`config.mk`:
```
export PLATFORM = sky130hd
export DESIGN_NAME = cpu_top
export DESIGN_NICKNAME = d
export VERILOG_FILES = /design/src/logic/isa_pkg.sv /design/src/logic/pipe_pkg.sv /design/src/logic/fetch_stage.sv /design/src/logic/instr_decode.sv /design/src/logic/reg_file.sv /design/src/logic/exec_stage.sv /design/src/logic/cpu_top.sv
export SDC_FILE = /design/constraint.sdc
export NUM_CORES = 2
export LEC_CHECK = 0
export BUFFER_PORTS_ARGS = -buffer_cell sky130_fd_sc_hd__buf_4
export CELL_PAD_IN_SITES_DETAIL_PLACEMENT = 1
export CELL_PAD_IN_SITES_GLOBAL_PLACEMENT = 2
export CORE_MARGIN = 2
export CORE_UTILIZATION = 40
export DETAILED_ROUTE_END_ITERATION = 10
export PLACE_DENSITY = 0.73
export SYNTH_ARGS = -nofsm -noshare
export SYNTH_HDL_FRONTEND = slang
export SYNTH_SLANG_ARGS = --single-unit
```
`constraint.sdc`:
```
create_clock -name clk -period 7 [get_ports clk]
set_input_delay 0.35 -clock clk [delete_from_list [all_inputs] [get_ports clk]]
set_output_delay 0.35 -clock clk [all_outputs]
set_load 0.05 [all_outputs]
```
`src/logic/isa_pkg.sv`:
```
// Instruction encodings and field helpers, shared by the decoder, execute and the testbench model
`default_nettype none

package isa_pkg;

	// Data and instruction words
	typedef logic [15:0] word_t;
	typedef logic [15:0] instr_t;

	// Instruction fields
	typedef logic [2:0] reg_idx_t;
	typedef logic [4:0] opcode_t;
	typedef logic [1:0] funct_t;
	typedef logic [4:0] imm5_t;
	typedef logic [7:0] imm8_t;

	// Opcodes, bits 15 to 11
	localparam opcode_t OP_HALT  = 5'b00000;
	localparam opcode_t OP_NOP   = 5'b00001;
	localparam opcode_t OP_ADDI  = 5'b01000;
	localparam opcode_t OP_SUBI  = 5'b01001;
	localparam opcode_t OP_XORI  = 5'b01010;
	localparam opcode_t OP_ANDNI = 5'b01011;
	localparam opcode_t OP_LBI   = 5'b11000;
	localparam opcode_t OP_ALU_R = 5'b11011;

	// Function field of the register ALU group
	localparam funct_t FN_ADD  = 2'b00;
	localparam funct_t FN_SUB  = 2'b01;
	localparam funct_t FN_XOR  = 2'b10;
	localparam funct_t FN_ANDN = 2'b11;

	// Bubble word fed into decode
	localparam instr_t NOP_INSTR = {OP_NOP, 11'b000_0000_0000};

	function automatic opcode_t instr_opcode(input instr_t instr);
		return instr[15:11];
	endfunction

	function automatic funct_t instr_funct(input instr_t instr);
		return instr[1:0];
	endfunction

	// Rs sits in bits 10 to 8, Rt in bits 7 to 5
	function automatic reg_idx_t instr_rs(input instr_t instr);
		return instr[10:8];
	endfunction

	function automatic reg_idx_t instr_rt(input instr_t instr);
		return instr[7:5];
	endfunction

	// Low byte, also holds the 5-bit immediate in its bottom bits
	function automatic imm8_t instr_imm8(input instr_t instr);
		return instr[7:0];
	endfunction

endpackage

`default_nettype wire

```
`src/logic/pipe_pkg.sv`:
```
// Pipeline sizing and state encodings, imported by the stage modules
`default_nettype none

package pipe_pkg;

	// Instruction memory inside fetch
	localparam int IMEM_DEPTH = 256;
	localparam int PC_W       = $clog2(IMEM_DEPTH);

	// Register file size
	localparam int NUM_REGS = 8;

	// Word address into the instruction memory
	typedef logic [PC_W-1:0] pc_t;

	// Operation carried from decode into execute
	typedef enum logic [2:0] {
		ALU_ADD,
		ALU_SUB,
		ALU_XOR,
		ALU_ANDN,
		ALU_PASS_B
	} alu_op_t;

	// Fetch FSM
	typedef enum logic [1:0] {
		FS_IDLE,
		FS_RUN,
		FS_HALT
	} fetch_state_t;

endpackage

`default_nettype wire

```
`src/logic/fetch_stage.sv`:
```
// Fetch stage holding the PC, the loadable instruction memory and the fetch/decode register
`default_nettype none

module fetch_stage (
	input  wire                    clk,
	input  wire                    arst_n,
	input  wire                    run,
	input  wire                    halt_seen,
	input  wire                    imem_we,
	input  wire pipe_pkg::pc_t     imem_addr,
	input  wire isa_pkg::instr_t   imem_data,
	output isa_pkg::instr_t        fd_instr
);
	import isa_pkg::*;
	import pipe_pkg::*;

	fetch_state_t state;
	pc_t          pc;

	instr_t imem [IMEM_DEPTH];

	// Program load, only while the pipe is idle
	always_ff @(posedge clk) begin
		if (imem_we && state == FS_IDLE) begin
			imem[imem_addr] <= imem_data;
		end
	end

	// One instruction per running cycle, bubbles otherwise
	always_ff @(posedge clk or negedge arst_n) begin
		if (!arst_n) begin
			state    <= FS_IDLE;
			pc       <= '0;
			fd_instr <= NOP_INSTR;
		end else begin
			case (state)
				FS_IDLE: begin
					fd_instr <= NOP_INSTR;
					pc       <= '0;
					if (run) begin
						state <= FS_RUN;
					end
				end
				FS_RUN: begin
					if (halt_seen) begin
						// Squash the word behind the halt and park the PC
						state    <= FS_HALT;
						fd_instr <= NOP_INSTR;
					end else begin
						fd_instr <= imem[pc];
						pc       <= pc + 1'b1;
					end
				end
				FS_HALT: begin
					// Stays here until reset
					fd_instr <= NOP_INSTR;
				end
				default: begin
					state    <= FS_IDLE;
					fd_instr <= NOP_INSTR;
				end
			endcase
		end
	end

endmodule

`default_nettype wire

```
`src/logic/instr_decode.sv`:
```
// Decode stage that turns opcode and function into controls and fills the decode/execute register
`default_nettype none

module instr_decode (
	input  wire                    clk,
	input  wire                    arst_n,
	input  wire isa_pkg::instr_t   fd_instr,
	input  wire isa_pkg::word_t    rd_data_a,
	input  wire isa_pkg::word_t    rd_data_b,
	output isa_pkg::reg_idx_t      rd_idx_a,
	output isa_pkg::reg_idx_t      rd_idx_b,
	output logic                   halt_seen,
	output isa_pkg::word_t         de_data_a,
	output isa_pkg::word_t         de_data_b,
	output isa_pkg::reg_idx_t      de_src_a,
	output isa_pkg::reg_idx_t      de_src_b,
	output isa_pkg::reg_idx_t      de_dest,
	output logic                   de_wr,
	output pipe_pkg::alu_op_t      de_op,
	output logic                   de_use_imm,
	output isa_pkg::imm8_t         de_imm,
	output logic                   de_lbi,
	output logic                   de_halt,
	output logic                   de_err
);
	import isa_pkg::*;
	import pipe_pkg::*;

	opcode_t  opcode;
	funct_t   alu_code;
	reg_idx_t dest;
	alu_op_t  op;
	logic     wr;
	logic     use_imm;
	logic     lbi;
	logic     halt;
	logic     err;

	assign opcode   = instr_opcode(fd_instr);
	assign rd_idx_a = instr_rs(fd_instr);
	assign rd_idx_b = instr_rt(fd_instr);

	// Fetch reacts in the same cycle
	assign halt_seen = halt;

	// Control decode
	always_comb begin
		dest    = fd_instr[4:2];
		wr      = 1'b0;
		use_imm = 1'b0;
		lbi     = 1'b0;
		halt    = 1'b0;
		err     = 1'b0;
		case (opcode)
			OP_HALT: begin
				halt = 1'b1;
			end
			OP_NOP: begin
			end
			OP_ADDI, OP_SUBI, OP_XORI, OP_ANDNI: begin
				dest    = fd_instr[7:5];
				wr      = 1'b1;
				use_imm = 1'b1;
			end
			OP_LBI: begin
				dest    = instr_rs(fd_instr);
				wr      = 1'b1;
				use_imm = 1'b1;
				lbi     = 1'b1;
			end
			OP_ALU_R: begin
				wr = 1'b1;
			end
			// Illegal opcode, flagged and otherwise a nop
			default: begin
				err = 1'b1;
			end
		endcase
	end

	// ALU decode, immediate group reuses the function encoding in its low opcode bits
	always_comb begin
		alu_code = (opcode == OP_ALU_R) ? instr_funct(fd_instr) : opcode[1:0];
		op       = ALU_ADD;
		if (lbi) begin
			op = ALU_PASS_B;
		end else begin
			case (alu_code)
				FN_ADD:  op = ALU_ADD;
				FN_SUB:  op = ALU_SUB;
				FN_XOR:  op = ALU_XOR;
				FN_ANDN: op = ALU_ANDN;
				default: op = ALU_ADD;
			endcase
		end
	end

	// Decode/execute register, control part
	always_ff @(posedge clk or negedge arst_n) begin
		if (!arst_n) begin
			de_wr      <= 1'b0;
			de_op      <= ALU_ADD;
			de_use_imm <= 1'b0;
			de_lbi     <= 1'b0;
			de_halt    <= 1'b0;
			de_err     <= 1'b0;
		end else begin
			de_wr      <= wr;
			de_op      <= op;
			de_use_imm <= use_imm;
			de_lbi     <= lbi;
			de_halt    <= halt;
			de_err     <= err;
		end
	end

	// Operands and fields
	always_ff @(posedge clk) begin
		de_data_a <= rd_data_a;
		de_data_b <= rd_data_b;
		de_src_a  <= rd_idx_a;
		de_src_b  <= rd_idx_b;
		de_dest   <= dest;
		de_imm    <= instr_imm8(fd_instr);
	end

endmodule

`default_nettype wire

```
`src/logic/reg_file.sv`:
```
// Register file with two combinational read ports and write-through bypass, read in decode
`default_nettype none

module reg_file (
	input  wire                      clk,
	input  wire                      arst_n,
	input  wire isa_pkg::reg_idx_t   rd_idx_a,
	input  wire isa_pkg::reg_idx_t   rd_idx_b,
	input  wire                      wr_en,
	input  wire isa_pkg::reg_idx_t   wr_idx,
	input  wire isa_pkg::word_t      wr_data,
	output isa_pkg::word_t           rd_data_a,
	output isa_pkg::word_t           rd_data_b
);
	import isa_pkg::*;
	import pipe_pkg::*;

	word_t regs [NUM_REGS];

	always_ff @(posedge clk or negedge arst_n) begin
		if (!arst_n) begin
			for (int i = 0; i < NUM_REGS; i++) begin
				regs[i] <= '0;
			end
		end else if (wr_en) begin
			regs[wr_idx] <= wr_data;
		end
	end

	// Same-cycle write wins over the stored value
	assign rd_data_a = (wr_en && wr_idx == rd_idx_a) ? wr_data : regs[rd_idx_a];
	assign rd_data_b = (wr_en && wr_idx == rd_idx_b) ? wr_data : regs[rd_idx_b];

endmodule

`default_nettype wire

```
`src/logic/exec_stage.sv`:
```
// Execute stage with operand forwarding, immediate extension, ALU and the write-back register
`default_nettype none

module exec_stage (
	input  wire                      clk,
	input  wire                      arst_n,
	input  wire isa_pkg::word_t      de_data_a,
	input  wire isa_pkg::word_t      de_data_b,
	input  wire isa_pkg::reg_idx_t   de_src_a,
	input  wire isa_pkg::reg_idx_t   de_src_b,
	input  wire isa_pkg::reg_idx_t   de_dest,
	input  wire                      de_wr,
	input  wire pipe_pkg::alu_op_t   de_op,
	input  wire                      de_use_imm,
	input  wire isa_pkg::imm8_t      de_imm,
	input  wire                      de_lbi,
	input  wire                      de_halt,
	input  wire                      de_err,
	output logic                     wb_valid,
	output isa_pkg::reg_idx_t        wb_reg,
	output isa_pkg::word_t           wb_data,
	output logic                     halted,
	output logic                     err
);
	import isa_pkg::*;
	import pipe_pkg::*;

	word_t opnd_a;
	word_t fwd_b;
	word_t opnd_b;
	word_t imm_ext;
	word_t alu_out;

	// Previous instruction's result, not yet visible through the register file
	assign opnd_a = (wb_valid && wb_reg == de_src_a) ? wb_data : de_data_a;
	assign fwd_b  = (wb_valid && wb_reg == de_src_b) ? wb_data : de_data_b;

	// Add and subtract sign-extend, logic ops zero-extend
	always_comb begin
		if (de_lbi) begin
			imm_ext = {{8{de_imm[7]}}, de_imm};
		end else begin
			case (de_op)
				ALU_ADD, ALU_SUB: imm_ext = {{11{de_imm[4]}}, de_imm[4:0]};
				default:          imm_ext = {11'b0, de_imm[4:0]};
			endcase
		end
	end

	assign opnd_b = de_use_imm ? imm_ext : fwd_b;

	// Subtract is b minus a
	always_comb begin
		case (de_op)
			ALU_ADD:    alu_out = opnd_a + opnd_b;
			ALU_SUB:    alu_out = opnd_b - opnd_a;
			ALU_XOR:    alu_out = opnd_a ^ opnd_b;
			ALU_ANDN:   alu_out = opnd_a & ~opnd_b;
			ALU_PASS_B: alu_out = opnd_b;
			default:    alu_out = opnd_b;
		endcase
	end

	always_ff @(posedge clk or negedge arst_n) begin
		if (!arst_n) begin
			wb_valid <= 1'b0;
			halted   <= 1'b0;
		end else begin
			wb_valid <= de_wr;
			// Sticky until reset
			if (de_halt) begin
				halted <= 1'b1;
			end
		end
	end

	always_ff @(posedge clk) begin
		wb_reg  <= de_dest;
		wb_data <= alu_out;
	end

	// High while the illegal word sits in execute
	assign err = de_err;

endmodule

`default_nettype wire

```
`src/logic/cpu_top.sv`:
```
// Processor top connecting fetch, decode, register file and execute, driven by the testbench
`default_nettype none

module cpu_top (
	input  wire                    clk,
	input  wire                    arst_n,
	input  wire                    run,
	input  wire                    imem_we,
	input  wire pipe_pkg::pc_t     imem_addr,
	input  wire isa_pkg::instr_t   imem_data,
	output logic                   wb_valid,
	output isa_pkg::reg_idx_t      wb_reg,
	output isa_pkg::word_t         wb_data,
	output logic                   halted,
	output logic                   err
);
	import isa_pkg::*;
	import pipe_pkg::*;

	// Fetch to decode
	instr_t   fd_instr;
	logic     halt_seen;

	// Register file read side
	reg_idx_t rd_idx_a;
	reg_idx_t rd_idx_b;
	word_t    rd_data_a;
	word_t    rd_data_b;

	// Decode/execute register
	word_t    de_data_a;
	word_t    de_data_b;
	reg_idx_t de_src_a;
	reg_idx_t de_src_b;
	reg_idx_t de_dest;
	logic     de_wr;
	alu_op_t  de_op;
	logic     de_use_imm;
	imm8_t    de_imm;
	logic     de_lbi;
	logic     de_halt;
	logic     de_err;

	fetch_stage u_fetch (
		.clk       (clk),
		.arst_n    (arst_n),
		.run       (run),
		.halt_seen (halt_seen),
		.imem_we   (imem_we),
		.imem_addr (imem_addr),
		.imem_data (imem_data),
		.fd_instr  (fd_instr)
	);

	instr_decode u_decode (
		.clk        (clk),
		.arst_n     (arst_n),
		.fd_instr   (fd_instr),
		.rd_data_a  (rd_data_a),
		.rd_data_b  (rd_data_b),
		.rd_idx_a   (rd_idx_a),
		.rd_idx_b   (rd_idx_b),
		.halt_seen  (halt_seen),
		.de_data_a  (de_data_a),
		.de_data_b  (de_data_b),
		.de_src_a   (de_src_a),
		.de_src_b   (de_src_b),
		.de_dest    (de_dest),
		.de_wr      (de_wr),
		.de_op      (de_op),
		.de_use_imm (de_use_imm),
		.de_imm     (de_imm),
		.de_lbi     (de_lbi),
		.de_halt    (de_halt),
		.de_err     (de_err)
	);

	// Write port fed straight from the write-back register
	reg_file u_rf (
		.clk       (clk),
		.arst_n    (arst_n),
		.rd_idx_a  (rd_idx_a),
		.rd_idx_b  (rd_idx_b),
		.wr_en     (wb_valid),
		.wr_idx    (wb_reg),
		.wr_data   (wb_data),
		.rd_data_a (rd_data_a),
		.rd_data_b (rd_data_b)
	);

	exec_stage u_exec (
		.clk        (clk),
		.arst_n     (arst_n),
		.de_data_a  (de_data_a),
		.de_data_b  (de_data_b),
		.de_src_a   (de_src_a),
		.de_src_b   (de_src_b),
		.de_dest    (de_dest),
		.de_wr      (de_wr),
		.de_op      (de_op),
		.de_use_imm (de_use_imm),
		.de_imm     (de_imm),
		.de_lbi     (de_lbi),
		.de_halt    (de_halt),
		.de_err     (de_err),
		.wb_valid   (wb_valid),
		.wb_reg     (wb_reg),
		.wb_data    (wb_data),
		.halted     (halted),
		.err        (err)
	);

endmodule

`default_nettype wire

```
==> impl_metrics.tcl <==
set metrics [dict create \
    root_buffer "clkbuf_16" \
    area_growth_pct 13.66 \
    ys_seq_area_share_pct 75.98 \
    cts.reportedPaths.clkPinSlew_ps 70 \
    clock_path_buffers 4 \
    vias_per_cell 5.926 \
    cts_sinks 4324 \
    drt-initial-drc-count 10291 \
    synth_nets 7651 \
    portBuffers 49 \
    postLayoutCoreUtil_pct 45.67 \
    grt_overflow_total 0 \
    cp-end-kind "flip-flop" \
    antenna_found_initial 23 \
    fin_skew_ps 64.47 \
    start_util_pct 40.18 \
    ir_worst_vdd_v 0.0002202 \
    post-synth-top-count-cell "edfxtp_1" \
    vias 82963 \
    grtUsageTotal_pct 21.80 \
    nFillCells 38123 \
    critPathLaunchType "flip-flop" \
    ys_types 67 \
    met2_usage_pct 34.89 \
    cts_setup_buffers 0 \
    grt_max_degree 148 \
    wl_per_cell_um 33.50 \
    synth_top_area_share_pct 72.80 \
    nets 8060 \
    p_leak_nw 59.04 \
    synth_edf_count 4096 \
    synth_seq_cells 4324 \
    status "finished, final reports clean" \
    dpl.hpwl_um 268400 \
    synth.yosys.warnings 0 \
    die_h_um 653.9 \
    drive_gt1_share_pct 31.59 \
    crit_type "reg2reg" \
    rows 238 \
    dieArea_mm2 0.4276 \
    gp_congestion 0.8456 \
    syn_avg_cell_area_um2 22.26 \
    grt_most_used_layer "met2" \
    met3_usage_pct 3.336 \
    largestRegisters "u_fetch.imem (4096), u_rf.regs (128)" \
    drc_errors 0 \
    finalCriticalPeriod_ps 4710 \
    wirelength_um 469000 \
    critPathMaxFanout 56 \
    setup_tns_ps 0 \
    slew_viol_final 0 \
    cts_buffers 430 \
    min_path_type "in2reg" \
    synth.cell_area_mm2 0.1690 \
    synthTopCellsByArea "edfxtp_1 73%, mux4_2 17%, dfrtp_1 2.4%" \
    syn_inst 7589 \
    grtUsageMet1_pct 31.19 \
    h-tree-depth 5 \
    synth_common_cells "4096 x edfxtp_1, 1252 x mux4_2, 376 x nor2_1" \
    regMostFlops "u_fetch.imem" \
    postSynth.asyncResetShare_pct 3.770 \
    maxCapViolCount 0 \
    synth_ff_type "edfxtp_1" \
    cp_data_arrival_time_ps 5500 \
    final-hold-violation-count 0 \
    antenna_left 0 \
    fmax_mhz 212.3 \
    num_io_pins 50 \
    maxSlewHeadroom_pct 6.727 \
    coreArea_mm2 0.4205 \
    die_w_um 653.9 \
    cts_tree "done" \
    rsz0062_at_grt "no" \
    dr.pass1.iters 5 \
    worstPathRequired_ps 7790 \
    setup_viol 0 \
    worstMarginPinSlew_ps 1398 \
    clk_latency_ps 1000 \
    grt_pass1_vias 85752 \
    largest_reg_flops 4096 \
    grt_pass1_wl_um 665300 \
    power_density_mw_per_mm2 267.6 \
    yosys.area.top_type "edfxtp_1" \
    post-route-period-util_pct 67.28 \
]
==> critical path, cell delays in order, from the launching register on <==
cell	delay, ps
dfrtp_4	1120
buf_12	310
buf_12	410
mux4_2	580
mux4_2	530
o22ai_1	430
nor2_1	200
a2111oi_1	440
buf_4	200
o21ai_0	100
==> cells by family after synthesis <==
| kind of cell | Yosys count | synth area share, % |
|---|---|---|
| AOI/OAI and AO/OA | 413 | 1.609 |
| xor gates and xnor gates | 42 | 0.2259 |
| adders and majority gates | 34 | 0.2562 |
| buffers and inverters | 488 | 1.268 |
| DFF | 4324 | 75.98 |
| muxes | 1629 | 19.02 |
| and+or+nand+nor | 659 | 1.635 |
==> cell usage in the layout (no fill, tap or decap), drive strengths merged, types with 11 or more instances in the layout <==
cell and n:
mux2 139, o221ai 62, a31oi 15, nand4 16
a211oi 25, nand3 52, xor2 15, nor2b 13
o22ai 51, clkinv 180, buf 402, clkbuf 565
o21ai 60, mux4 1252, a21oi 121, edfxtp 4096
inv 51, nor2 376, nand2 136, bufinv 31
mux2i 238, dfrtp 162, xnor2 26, o21a 11
dfxtp 65, ha 33, dlygate4sd3 12, nor3 25
==> layout make-up <==
type | count | area, um2 | area share (%)
Timing Repair Buffer | 426 | 3737 | 1.946
Sequential cell | 4324 | 128400 | 66.86
Clock inverter | 232 | 2111 | 1.099
Inverter | 39 | 156.4 | 0.08144
Antenna cell | 10 | 25.02 | 0.01303
Clock buffer | 553 | 11510 | 5.992
Tap cell | 5640 | 7057 | 3.674
Multi-Input combinational cell | 2777 | 39050 | 20.33
==> timing repair <==
action | in CTS | in global routing
setup endpoints to repair | 0 | 0
hold buffers | 13 | 0
endpoints found under the hold margin | 455 | 0
resized for setup | 0 | 0
==> stage by stage <==
step | hold WS (ps) | std cells | total power, W | setup WS (ps) | instance area [um2]
6_report | 37.84 | 14001 | 0.05140 | 2290 | 192000
5_1_grt | 77.82 | 13993 | 0.05263 | 2152 | 192000
4_1_cts | 40.75 | 13991 | 0.05172 | 2255 | 192000
3_5_place_dp | 295.6 | 13193 | 0.02935 | 2280 | 178300
3_3_place_gp | 287.9 | 13193 | 0.02929 | 2202 | 178300
2_1_floorplan | 54.41 | 7589 | 0.02886 | 2129 | 169000
==> routing by layer <==
| layer | share of wire [%] | vias to the layer above |
|---|---|---|
| li1 | - | 32874 |
| met1 | 41 | 45527 |
| met2 | 48 | 3914 |
| met3 | 8.1 | 644 |
| met4 | 3.0 | 4 |
| met5 | 0.0045 | - |
==> worst paths after layout <==
check                           slack (ps)                              to  cells after the start                         from
max in group asynchronous             5460       u_rf.regs[47]$_DFFE_PN0P_                      4                       arst_n
worst min-delay path                    40   u_fetch.imem[83][5]$_DFFE_PP_                      1                 imem_data[5]
worst max-delay path                  2290  u_fetch.fd_instr[12]$_DFF_PN0_                      9    u_fetch.pc[0]$_DFFE_PN0P_
min in group asynchronous              510      u_rf.regs[101]$_DFFE_PN0P_                      4                       arst_n
worst max register to register        2290  u_fetch.fd_instr[12]$_DFF_PN0_                      9    u_fetch.pc[0]$_DFFE_PN0P_
worst min register to register         340        u_exec.wb_reg[0]$_DFF_P_                      0  u_decode.de_dest[0]$_DFF_P_
==> report_power, final <==
part           total, W  internal (W)  leakage, nW  switching [W]
sequential       0.0283        0.0283         39.6              0
clock            0.0226        0.0127         6.66        0.00986
combinational  0.000512     0.0000374         12.8       0.000475
total            0.0514        0.0411         59.0         0.0103
Power figures use the tool's default switching activity.
